===== config.mk =====
export PLATFORM = sky130hd
export DESIGN_NAME = duck_game_top
export DESIGN_NICKNAME = d
export VERILOG_FILES = /design/src/logic/duck_game_pkg.sv /design/src/logic/shot_if.sv /design/src/logic/shot_capture.sv /design/src/logic/target_lfsr.sv /design/src/logic/duck_game_logic.sv /design/src/logic/score_digits.sv /design/src/logic/duck_game_top.sv
export SDC_FILE = /design/constraint.sdc
export NUM_CORES = 1
export LEC_CHECK = 0
export ABC_AREA = 0
export BUFFER_PORTS_ARGS = -buffer_cell sky130_fd_sc_hd__buf_4
export CAP_MARGIN = 20
export CORE_MARGIN = 2
export CORE_UTILIZATION = 40
export CTS_CLUSTER_DIAMETER = 30
export DETAILED_ROUTE_END_ITERATION = 8
export GPL_TIMING_DRIVEN = 1
export HOLD_SLACK_MARGIN = 0.03
export SYNTH_ARGS = -nofsm -noshare
export SYNTH_HDL_FRONTEND = slang
export SYNTH_SLANG_ARGS = --single-unit
export TNS_END_PERCENT = 50

===== constraint.sdc =====
create_clock -name clk -period 4.12 [get_ports clk]
set_input_delay 0.824 -clock clk [delete_from_list [all_inputs] [get_ports clk]]
set_output_delay 0.824 -clock clk [all_outputs]
set_load 0.01 [all_outputs]

===== src/logic/duck_game_pkg.sv =====
package duck_game_pkg;

    // --------------------
    // widths
    // --------------------

    // screen coordinates from the mouse and for the target
    localparam int coord_w = 12;
    // random source width
    localparam int rnd_w   = 16;
    // magazine counter, holds 0..8
    localparam int count_w = 4;
    // binary score, holds 0..99
    localparam int score_w = 7;
    // one decimal digit
    localparam int digit_w = 4;
    // delay counter, large enough for the countdown
    localparam int delay_w = 6;

    // --------------------
    // game geometry
    // --------------------

    // hit box reaches this far right of target_xpos, inclusive
    localparam int duck_width   = 96;
    // hit box reaches this far below target_ypos, inclusive
    localparam int duck_height  = 32;
    // launch line, the duck always sits here
    localparam int lowest_point = 668;

    // --------------------
    // timing and limits
    // --------------------

    localparam int countdown_cycles = 40;
    localparam int death_cycles     = 20;
    // any shot that is not a hit
    localparam int reload_cycles    = 1;
    localparam int magazine_size    = 8;
    // two decimal digits on the display
    localparam int score_max        = 99;

    // game FSM
    typedef enum logic [1:0] {
        wait_for_start = 2'd0,
        delay          = 2'd1,
        hunting        = 2'd2,
        resolve        = 2'd3
    } game_state_e;

endpackage


===== src/logic/shot_if.sv =====
`timescale 1ns/1ps

interface shot_if;
    import duck_game_pkg::*;

    // one-cycle pulse per left button press
    logic               fire;
    // one-cycle pulse per right button press
    logic               reload;
    // mouse position at the moment of the last shot
    logic [coord_w-1:0] shot_x;
    logic [coord_w-1:0] shot_y;

    // shot capture side
    modport src (
        output fire,
        output reload,
        output shot_x,
        output shot_y
    );

    // game logic side
    modport dst (
        input fire,
        input reload,
        input shot_x,
        input shot_y
    );

endinterface


===== src/logic/shot_capture.sv =====
`timescale 1ns/1ps

module shot_capture (
    input  logic                              clk,
    input  logic                              rst,
    input  logic                              left_mouse,
    input  logic                              right_mouse,
    input  logic [duck_game_pkg::coord_w-1:0] mouse_xpos,
    input  logic [duck_game_pkg::coord_w-1:0] mouse_ypos,
    shot_if.src                               shot
);

    // sampled buttons
    logic left_q;
    logic right_q;
    // buttons one sample earlier
    logic left_prev;
    logic right_prev;
    // rising edge seen between the two samples
    logic left_rise;
    logic right_rise;

    assign left_rise  = left_q & ~left_prev;
    assign right_rise = right_q & ~right_prev;

    // --------------------
    // button sampling and edge pulses
    // --------------------

    always_ff @(posedge clk) begin
        if (rst) begin
            left_q      <= 1'b0;
            right_q     <= 1'b0;
            left_prev   <= 1'b0;
            right_prev  <= 1'b0;
            shot.fire   <= 1'b0;
            shot.reload <= 1'b0;
        end else begin
            left_q      <= left_mouse;
            right_q     <= right_mouse;
            left_prev   <= left_q;
            right_prev  <= right_q;
            // both pulses may fire together
            shot.fire   <= left_rise;
            shot.reload <= right_rise;
        end
    end

    // --------------------
    // position latch
    // --------------------

    // position taken on the edge that raises a pulse, held until the next shot
    always_ff @(posedge clk) begin
        if (left_rise || right_rise) begin
            shot.shot_x <= mouse_xpos;
            shot.shot_y <= mouse_ypos;
        end
    end

endmodule


===== src/logic/target_lfsr.sv =====
`timescale 1ns/1ps

module target_lfsr #(
    parameter logic [15:0] seed = 16'hace1
) (
    input  logic                            clk,
    input  logic                            rst,
    output logic [duck_game_pkg::rnd_w-1:0] rnd
);

    // feedback from taps 16, 14, 13, 11
    logic feedback;

    // maximal-length polynomial, so a nonzero seed never reaches zero
    assign feedback = rnd[15] ^ rnd[13] ^ rnd[12] ^ rnd[10];

    // --------------------
    // shift register
    // --------------------

    // shifts left once per cycle, new bit enters at the bottom
    always_ff @(posedge clk) begin
        if (rst) begin
            rnd <= seed;
        end else begin
            rnd <= {rnd[14:0], feedback};
        end
    end

endmodule


===== src/logic/duck_game_logic.sv =====
`timescale 1ns/1ps

module duck_game_logic (
    input  logic                              clk,
    input  logic                              rst,
    input  logic                              game_enable,
    input  logic [duck_game_pkg::rnd_w-1:0]   rnd,
    shot_if.dst                               shot,
    output logic [duck_game_pkg::coord_w-1:0] target_xpos,
    output logic [duck_game_pkg::coord_w-1:0] target_ypos,
    output logic [duck_game_pkg::count_w-1:0] bullets_count,
    output logic                              reload_enable,
    output logic                              hunting,
    output logic [duck_game_pkg::score_w-1:0] score
);
    import duck_game_pkg::*;

    // the hunting port hides the enum literal, so the state is named with its package

    game_state_e        state;
    game_state_e        state_nxt;
    logic [delay_w-1:0] delay_cnt;
    logic [delay_w-1:0] delay_cnt_nxt;
    logic [coord_w-1:0] target_xpos_nxt;
    logic [coord_w-1:0] target_ypos_nxt;
    logic [count_w-1:0] bullets_count_nxt;
    logic [score_w-1:0] score_nxt;
    logic               reload_enable_nxt;
    // new horizontal spawn point, low 10 bits of the random source
    logic [coord_w-1:0] new_xpos;
    logic               in_box;
    logic               hit;

    assign new_xpos = coord_w'(rnd[9:0]);

    // hit box is inclusive on all sides
    assign in_box = (shot.shot_x >= target_xpos) &&
                    (shot.shot_x <= target_xpos + duck_width) &&
                    (shot.shot_y >= target_ypos) &&
                    (shot.shot_y <= target_ypos + duck_height);

    // an empty magazine never scores
    assign hit = shot.fire && (bullets_count != '0) && in_box;

    // --------------------
    // state register
    // --------------------

    always_ff @(posedge clk) begin
        if (rst) begin
            state <= wait_for_start;
        end else begin
            state <= state_nxt;
        end
    end

    // --------------------
    // next state
    // --------------------

    always_comb begin
        case (state)
            wait_for_start: state_nxt = game_enable ? delay : wait_for_start;
            delay:          state_nxt = (delay_cnt == '0) ? duck_game_pkg::hunting : delay;
            duck_game_pkg::hunting: begin
                state_nxt = (shot.fire || shot.reload) ? resolve : duck_game_pkg::hunting;
            end
            resolve:        state_nxt = delay;
            default:        state_nxt = wait_for_start;
        endcase
    end

    // --------------------
    // next outputs, chosen by the next state
    // --------------------

    always_comb begin
        // hold by default
        target_xpos_nxt   = target_xpos;
        target_ypos_nxt   = target_ypos;
        bullets_count_nxt = bullets_count;
        reload_enable_nxt = reload_enable;
        score_nxt         = score;
        delay_cnt_nxt     = delay_cnt;

        case (state_nxt)
            wait_for_start: begin
                // fresh game, target already on the launch line
                target_xpos_nxt   = new_xpos;
                target_ypos_nxt   = coord_w'(lowest_point);
                bullets_count_nxt = count_w'(magazine_size);
                reload_enable_nxt = 1'b0;
                score_nxt         = '0;
                delay_cnt_nxt     = delay_w'(countdown_cycles);
            end
            delay: begin
                // the entry cycle keeps the loaded value
                if (state == delay) begin
                    delay_cnt_nxt = delay_cnt - 1'b1;
                end
            end
            resolve: begin
                // magazine
                if (bullets_count != '0) begin
                    bullets_count_nxt = bullets_count - 1'b1;
                    reload_enable_nxt = 1'b0;
                end else if (shot.reload) begin
                    bullets_count_nxt = count_w'(magazine_size);
                    reload_enable_nxt = 1'b0;
                end else if (shot.fire) begin
                    reload_enable_nxt = 1'b1;
                end

                // hit check, a hit respawns the duck
                if (hit) begin
                    if (score < score_w'(score_max)) begin
                        score_nxt = score + 1'b1;
                    end
                    target_xpos_nxt = new_xpos;
                    target_ypos_nxt = coord_w'(lowest_point);
                    delay_cnt_nxt   = delay_w'(death_cycles);
                end else begin
                    delay_cnt_nxt   = delay_w'(reload_cycles);
                end
            end
            default: begin
                // hunting keeps everything still
            end
        endcase
    end

    // --------------------
    // output registers
    // --------------------

    always_ff @(posedge clk) begin
        if (rst) begin
            target_xpos   <= '0;
            target_ypos   <= '0;
            bullets_count <= '0;
            reload_enable <= 1'b0;
            score         <= '0;
            hunting       <= 1'b0;
            delay_cnt     <= delay_w'(countdown_cycles);
        end else begin
            target_xpos   <= target_xpos_nxt;
            target_ypos   <= target_ypos_nxt;
            bullets_count <= bullets_count_nxt;
            reload_enable <= reload_enable_nxt;
            score         <= score_nxt;
            hunting       <= (state_nxt == duck_game_pkg::hunting);
            delay_cnt     <= delay_cnt_nxt;
        end
    end

endmodule


===== src/logic/score_digits.sv =====
`timescale 1ns/1ps

module score_digits (
    input  logic                              clk,
    input  logic                              rst,
    input  logic [duck_game_pkg::score_w-1:0] score,
    output logic [duck_game_pkg::digit_w-1:0] score_tens,
    output logic [duck_game_pkg::digit_w-1:0] score_ones
);
    import duck_game_pkg::*;

    logic [digit_w-1:0] tens_nxt;
    // tens times ten, taken off the score for the ones digit
    logic [score_w-1:0] base;
    logic [score_w-1:0] rest;

    // --------------------
    // tens ladder
    // --------------------

    // highest step first, score never passes 99
    always_comb begin
        if (score >= 7'd90) begin
            tens_nxt = 4'd9;
            base     = 7'd90;
        end else if (score >= 7'd80) begin
            tens_nxt = 4'd8;
            base     = 7'd80;
        end else if (score >= 7'd70) begin
            tens_nxt = 4'd7;
            base     = 7'd70;
        end else if (score >= 7'd60) begin
            tens_nxt = 4'd6;
            base     = 7'd60;
        end else if (score >= 7'd50) begin
            tens_nxt = 4'd5;
            base     = 7'd50;
        end else if (score >= 7'd40) begin
            tens_nxt = 4'd4;
            base     = 7'd40;
        end else if (score >= 7'd30) begin
            tens_nxt = 4'd3;
            base     = 7'd30;
        end else if (score >= 7'd20) begin
            tens_nxt = 4'd2;
            base     = 7'd20;
        end else if (score >= 7'd10) begin
            tens_nxt = 4'd1;
            base     = 7'd10;
        end else begin
            tens_nxt = 4'd0;
            base     = 7'd0;
        end
    end

    // remainder is always below ten
    assign rest = score - base;

    // one cycle behind the score
    always_ff @(posedge clk) begin
        if (rst) begin
            score_tens <= '0;
            score_ones <= '0;
        end else begin
            score_tens <= tens_nxt;
            score_ones <= rest[digit_w-1:0];
        end
    end

endmodule


===== src/logic/duck_game_top.sv =====
`timescale 1ns/1ps

module duck_game_top (
    input  logic                              clk,
    input  logic                              rst,
    input  logic                              game_enable,
    input  logic                              left_mouse,
    input  logic                              right_mouse,
    input  logic [duck_game_pkg::coord_w-1:0] mouse_xpos,
    input  logic [duck_game_pkg::coord_w-1:0] mouse_ypos,
    output logic [duck_game_pkg::coord_w-1:0] target_xpos,
    output logic [duck_game_pkg::coord_w-1:0] target_ypos,
    output logic [duck_game_pkg::count_w-1:0] bullets_count,
    output logic                              reload_enable,
    output logic                              hunting,
    output logic [duck_game_pkg::digit_w-1:0] score_tens,
    output logic [duck_game_pkg::digit_w-1:0] score_ones
);

    logic [duck_game_pkg::rnd_w-1:0]   rnd;
    logic [duck_game_pkg::score_w-1:0] score;

    // captured shot, input side to game logic
    shot_if i_shot ();

    // --------------------
    // input side
    // --------------------

    shot_capture i_shot_capture (
        .clk         (clk),
        .rst         (rst),
        .left_mouse  (left_mouse),
        .right_mouse (right_mouse),
        .mouse_xpos  (mouse_xpos),
        .mouse_ypos  (mouse_ypos),
        .shot        (i_shot.src)
    );

    target_lfsr i_target_lfsr (
        .clk (clk),
        .rst (rst),
        .rnd (rnd)
    );

    // --------------------
    // game logic and score display
    // --------------------

    duck_game_logic i_duck_game_logic (
        .clk           (clk),
        .rst           (rst),
        .game_enable   (game_enable),
        .rnd           (rnd),
        .shot          (i_shot.dst),
        .target_xpos   (target_xpos),
        .target_ypos   (target_ypos),
        .bullets_count (bullets_count),
        .reload_enable (reload_enable),
        .hunting       (hunting),
        .score         (score)
    );

    score_digits i_score_digits (
        .clk        (clk),
        .rst        (rst),
        .score      (score),
        .score_tens (score_tens),
        .score_ones (score_ones)
    );

endmodule


**After elaboration in Yosys (flattened, before gate mapping)**

Index checks and enable logic that the tools add are counted.

- Bits of input ports: 29
- Word-level logic and storage cells: 116
- Flip-flop bits (word level): 99

- Add/subtract/negate cells: 6
- Equal/unequal tests: 11
- Multiplexer cells: 39
- Order comparisons: 14
- Bitwise operators: 7
- Reduce and logical (&&, ||, !) cells: 19

Operators with widths:

| operator | count |
|---|---|
| 2-to-1 mux 4 bit | 19 |
| <= comparator 12 x 32 -> 1 bit | 2 |
| one-hot mux 12 bit (2 select lines) | 2 |
| >= comparator 12 bit | 2 |
| 2-to-1 mux 12 bit | 2 |
| >= comparator 7 x 6 -> 1 bit (second input constant) | 3 |
| >= comparator 7 bit (second input constant) | 3 |
| one-hot mux 6 bit (3 select lines) | 1 |
| >= comparator 7 x 5 -> 1 bit (second input constant) | 2 |
| 2-to-1 mux 7 bit | 2 |
| one-hot mux 7 bit (2 select lines) | 1 |
| adder 12 x 6 -> 13 bit (second input constant) | 1 |
| adder 12 x 7 -> 13 bit (second input constant) | 1 |
| equality test 2 bit (second input constant) | 4 |
| one-hot mux 2 bit (4 select lines) | 1 |
| one-hot mux 4 bit (2 select lines) | 1 |
| AND reduction 2 bit | 4 |
| adder 7 x 1 -> 7 bit (second input constant) | 1 |
| >= comparator 7 x 4 -> 1 bit (second input constant) | 1 |
| less-than comparator 7 bit (second input constant) | 1 |
| zero test 6 bit | 1 |
| 2-to-1 mux 1 bit | 6 |
| 2-to-1 mux 6 bit | 1 |
| != test 2 x 1 -> 1 bit (second input constant) | 3 |
| other kinds (20) | 31 |

**Depth between registers and ports, before layout**

- Depth in word-level cells: 11
- Mapped depth: 14
- Depth with buffers taken out: 12

**Hierarchy**

From an unflattened synthesis, not the netlist that was laid out.

- Cell total of the unflattened synthesis: 429
- Area total of the unflattened synthesis: 4320.4 sq um

By module, submodules not included:

| module | cells an instance | sequential area each (sq um) | area each (sq um) | instances |
|---|---|---|---|---|
| duck_game_logic | 289 | 640.6 | 2388.5 | 1 |
| shot_capture | 39 | 840.8 | 894.6 | 1 |
| score_digits | 65 | 160.2 | 583.1 | 1 |
| target_lfsr | 36 | 320.3 | 454.2 | 1 |

**Worst setup path after synthesis**

No wires, ideal clock.

- Path kind: reg-to-reg
- Start: register i_duck_game_logic.delay_cnt[0]
- End: register i_duck_game_logic.bullets_count[0] (netlist name)
- Path buffers: 1
- Setup time: 128 ps
- Setup slack: 923 ps
- Stages on the path, launching flop included: 14
- Data arrival time: 3069 ps
- Period minus slack after synthesis: 3197 ps
- Data required time: 3992 ps
- Cell sequence: dfxtp_1 > inv_1 > ha_1 > or3b_2 > or4_1 > mux2_2 > inv_1 > ha_1 > clkbuf_1 > inv_1 > o31ai_1 > nor3_1 > a21oi_1 > nor2_1

- Cells in the longest elaborated chain, start to end: 6
- Elaborated cells between the ends (all ways): 9
- Those cells by class: 2 x eq/ne; 3 x mux; 4 x reduce/logical

RTL lines:

| item | RTL line | source |
|---|---|---|
| start: declaration | duck_game_logic.sv:22 | `logic [delay_w-1:0] delay_cnt;` |
| start signal: assignment | duck_game_logic.sv:144 | `delay_cnt <= delay_w'(countdown_cycles);` |
| start signal: assignment | duck_game_logic.sv:152 | `delay_cnt <= delay_cnt_nxt;` |
| zero test 6 bit * | duck_game_logic.sv:64 | `delay: state_nxt = (delay_cnt == '0) ? duck_game_pkg::hunting : delay;` |
| 2-to-1 mux 2 bit * | duck_game_logic.sv:64 |  |
| one-hot mux 2 bit (4 select lines) * | duck_game_logic.sv:62 | `case (state)` |
| named net i_duck_game_logic.state_nxt[1] | duck_game_logic.sv:21 | `game_state_e state_nxt;` |
| equality test 2 bit or zero test 2 bit (tied branches) | duck_game_logic.sv:86 | `case (state_nxt)` |
| != test 3 x 2 -> 1 bit (no line) or nonzero test 2 bit (tied branches) | -- |  |
| AND reduction 2 bit (no line) | -- |  |
| end signal: assignment | duck_game_logic.sv:148 | `bullets_count <= bullets_count_nxt;` |
| end: declaration | duck_game_logic.sv:11 | `output logic [duck_game_pkg::count_w-1:0] bullets_count,` |

Mark *: on every way through the listed nets, which the timed path passes. The rest lies on a longest branch.
A chain may end at the register's enable or synchronous reset.

**Worst setup path in the final report**

Same ends and word-level chain as after synthesis.

==> flow_metrics.tcl <==
set metrics [dict create \
    die_height_um 107.5 \
    min_period_ns 3.610 \
    start_util_pct 41.31 \
    sw_frac_of_total_pct 27.33 \
    maxSlewViolCount 0 \
    ant_nets 0 \
    areaGrowthSynthToFinish_pct 15.01 \
    cts_tree "built" \
    fin_skew_ns 0.008603 \
    utilization_pct 47.51 \
    num_rows 37 \
    dieArea_sq_um 11550 \
    synth_compound_area_share_pct 13.67 \
    hold_buffers 0 \
    drt_iter0_drc 121 \
    routed_wl_um 8605 \
    drive_above_1_share_pct 19.15 \
    grt_usage_pct 15.83 \
    wl_per_cell_um 13.62 \
    synth_seq_cells 86 \
    clock_path_buffers 2 \
    clock_latency_ns 0.36 \
    status "finished clean" \
    yosysSeqAreaShare_pct 45.79 \
    finalSetupTns_ns 0 \
    finalSetupViolations 0 \
    hpwl_um 6288 \
    crit_slowest_cell "o31ai_1" \
    cap_viol_max_count 0 \
    path_buf_inv 3 \
    io_buffers 57 \
    crit_chain "inv_1 -> ha_1 -> or3b_2 -> or4_1 -> mux2_2 -> inv_1 -> ha_1 -> inv_1 -> o31ai_1 -> nor3_1 -> a21oi_1 -> nor2_1" \
    synthMuxAreaShare_pct 3.534 \
    syn-mean-instance-area_sq_um 9.693 \
    p_leak_nw 2.058 \
    min_path_type "reg -> reg" \
    antenna_found_initial 0 \
    cts_setup_buffers 0 \
    gp_congestion 0.7992 \
    critical_path_class "reg -> reg" \
    yosys-top-cells-area "dfxtp_1 (29%), edfxtp_1 (17%), ha_1 (9.1%)" \
    syn-cell-area_sq_um 4284 \
    cts_resized 0 \
    synth_common_cells "dfxtp_1 (62), nor2_1 (45), ha_1 (31), inv_1 (29), a21oi_1 (27)" \
    ys_types 65 \
    clock-root-buffer "clkbuf_8" \
    path_clk_slew_ns 0.08 \
    yosysTopAreaCell "dfxtp_1" \
    fillerInstances 1001 \
    crit_family "simple AND/OR/NAND/NOR gates" \
    p_seq_share_pct 54.4 \
    layout.nets 552 \
    pwr-share-clk_pct 29.2 \
    drcViolationCount 0 \
    place_area_sq_um 4767 \
    cpPeakStageDelay_ns 0.69 \
    async_flop_share_pct 0 \
    power.switching_mw 0.4776 \
    cp_max_fo 10 \
    fin_area_sq_um 4927 \
    top_level_ports 67 \
    final_cells 632 \
    yosysMostFrequentCell "dfxtp_1" \
    cp-end-kind "flip-flop" \
    num_antenna_cells 0 \
    hold_viol_final 0 \
    grt_pass1_vias 3030 \
    power.internal_mw 1.270 \
    grt.overflow.total 0 \
    required_ns 4.35 \
    ys.flop_type "dfxtp_1" \
    synthSimpleGateAreaFrac_pct 18.66 \
    vias 3262 \
    cts_buffers 9 \
    first_pass_iters 4 \
    reg2reg_slack_ns 0.51 \
    period_share_pct 87.62 \
    grt_max_degree 60 \
    ir_worst_vdd_v 0.0001728 \
    rsz0062_at_grt "no" \
    place_inst 616 \
    crit_path_frequent_cell "inv_1" \
    slew_headroom_pct 49.58 \
    core_sq_um 10370 \
    clock_sinks 86 \
    synth_edf_count 24 \
    h-tree-depth 3 \
    critPathLaunchType "flip-flop" \
    synth-xor-area-share_pct 1.636 \
    grt_pass1_wl_um 14470 \
    synth_top_family_by_area "simple AND/OR/NAND/NOR gates" \
    max_clock_freq_mhz 277.0 \
    worstPathArrival_ns 3.84 \
    die_x_um 107.5 \
    synthAdderAreaFrac_pct 9.755 \
    synth_top_area_share_pct 28.97 \
    synthCells 442 \
    worst_slew_pin_slew_ns 0.7498 \
    yosys_warnings 0 \
    combPwrFrac_pct 16.4 \
    power_density_nw_per_um2 354.7 \
    viasPerCell 5.161 \
]
-- metal layers --
| layer | vias up | wire length [um] | global-route usage (%) |
|---|---|---|---|
| met5 | - | 0 | 0 |
| met4 | 0 | 99 | 5.220 |
| met3 | 6 | 346 | 3.753 |
| met2 | 64 | 3960 | 23.81 |
| met1 | 1553 | 4198 | 22.37 |
| li1 | 1639 | - | - |
-- cells by family (layout without fill, tap and decap cells) --
group	after synthesis	in the layout
compound gates	89	89
xor+xnor	8	8
fa+ha+maj	33	33
buf+inv	60	106
flops	86	86
mux	15	15
other cells	1	9
simple gates	150	150
-- metrics by stage --
step                power (mW)  worst slack (ns)  hold slack [ns]
global placement         1.249            0.7532           0.3962
detailed placement       1.259            0.5691           0.4054
finish                   1.748            0.5100           0.4170
global route             1.856            0.2256           0.4324
CTS                      1.767            0.5497           0.4203
floorplan                1.171            0.9234           0.3895
-- final timing paths --
kind / from / endpoint / cells after the start
hold reg to reg: i_target_lfsr.rnd[14] / i_target_lfsr.rnd[15] / 1
hold / removal: i_target_lfsr.rnd[14] / i_target_lfsr.rnd[15] / 1
setup / recovery: i_duck_game_logic.delay_cnt[0] / i_duck_game_logic.bullets_count[0] / 12
setup reg to reg: i_duck_game_logic.delay_cnt[0] / i_duck_game_logic.bullets_count[0] / 12
-- cells in the final DEF, fill, tap and decap left out, types with 9 or more instances in the layout --
cell type  count
a21oi_1       27
buf_4         59
clkbuf_8       9
conb_1         9
dfxtp_1       62
edfxtp_1      24
ha_1          31
inv_1         29
mux2i_1       14
nand2_1       24
nor2_1        45
nor2b_1       18
nor3_1        12
o21ai_0       15
-- layout make-up --
cell class	instances	area [sq um]	share of cell area, %
multi-input combinational	304	2064	41.90
timing repair buffer	60	457.9	9.294
tap	136	170.2	3.454
inverter	30	112.6	2.285
clock inverter	5	27.53	0.5587
clock buffer	11	132.6	2.692
sequential	86	1962	39.82
-- flip-flops by register name, indices dropped and copies added, names as in the netlist, 2 cells and up --
name and cells:
i_shot_capture.shot.shot_x 12, i_duck_game_logic.score 7, i_target_lfsr.rnd 16, i_score_digits.score_ones 4, i_duck_game_logic.target_xpos 10, i_duck_game_logic.state 2, i_shot_capture.shot.shot_y 12, i_duck_game_logic.bullets_count 4
i_duck_game_logic.delay_cnt 6, i_score_digits.score_tens 4
-- power by group through the flow --
stage	Sequential [mW]	Combinational, mW	Clock, mW
after floorplan	0.967	0.204	0
final	0.951	0.287	0.510
after global routing	0.959	0.326	0.571
after detailed placement	0.971	0.288	0
after CTS	0.952	0.289	0.525
after global placement	0.972	0.277	0
Power figures use the tool's default switching activity.
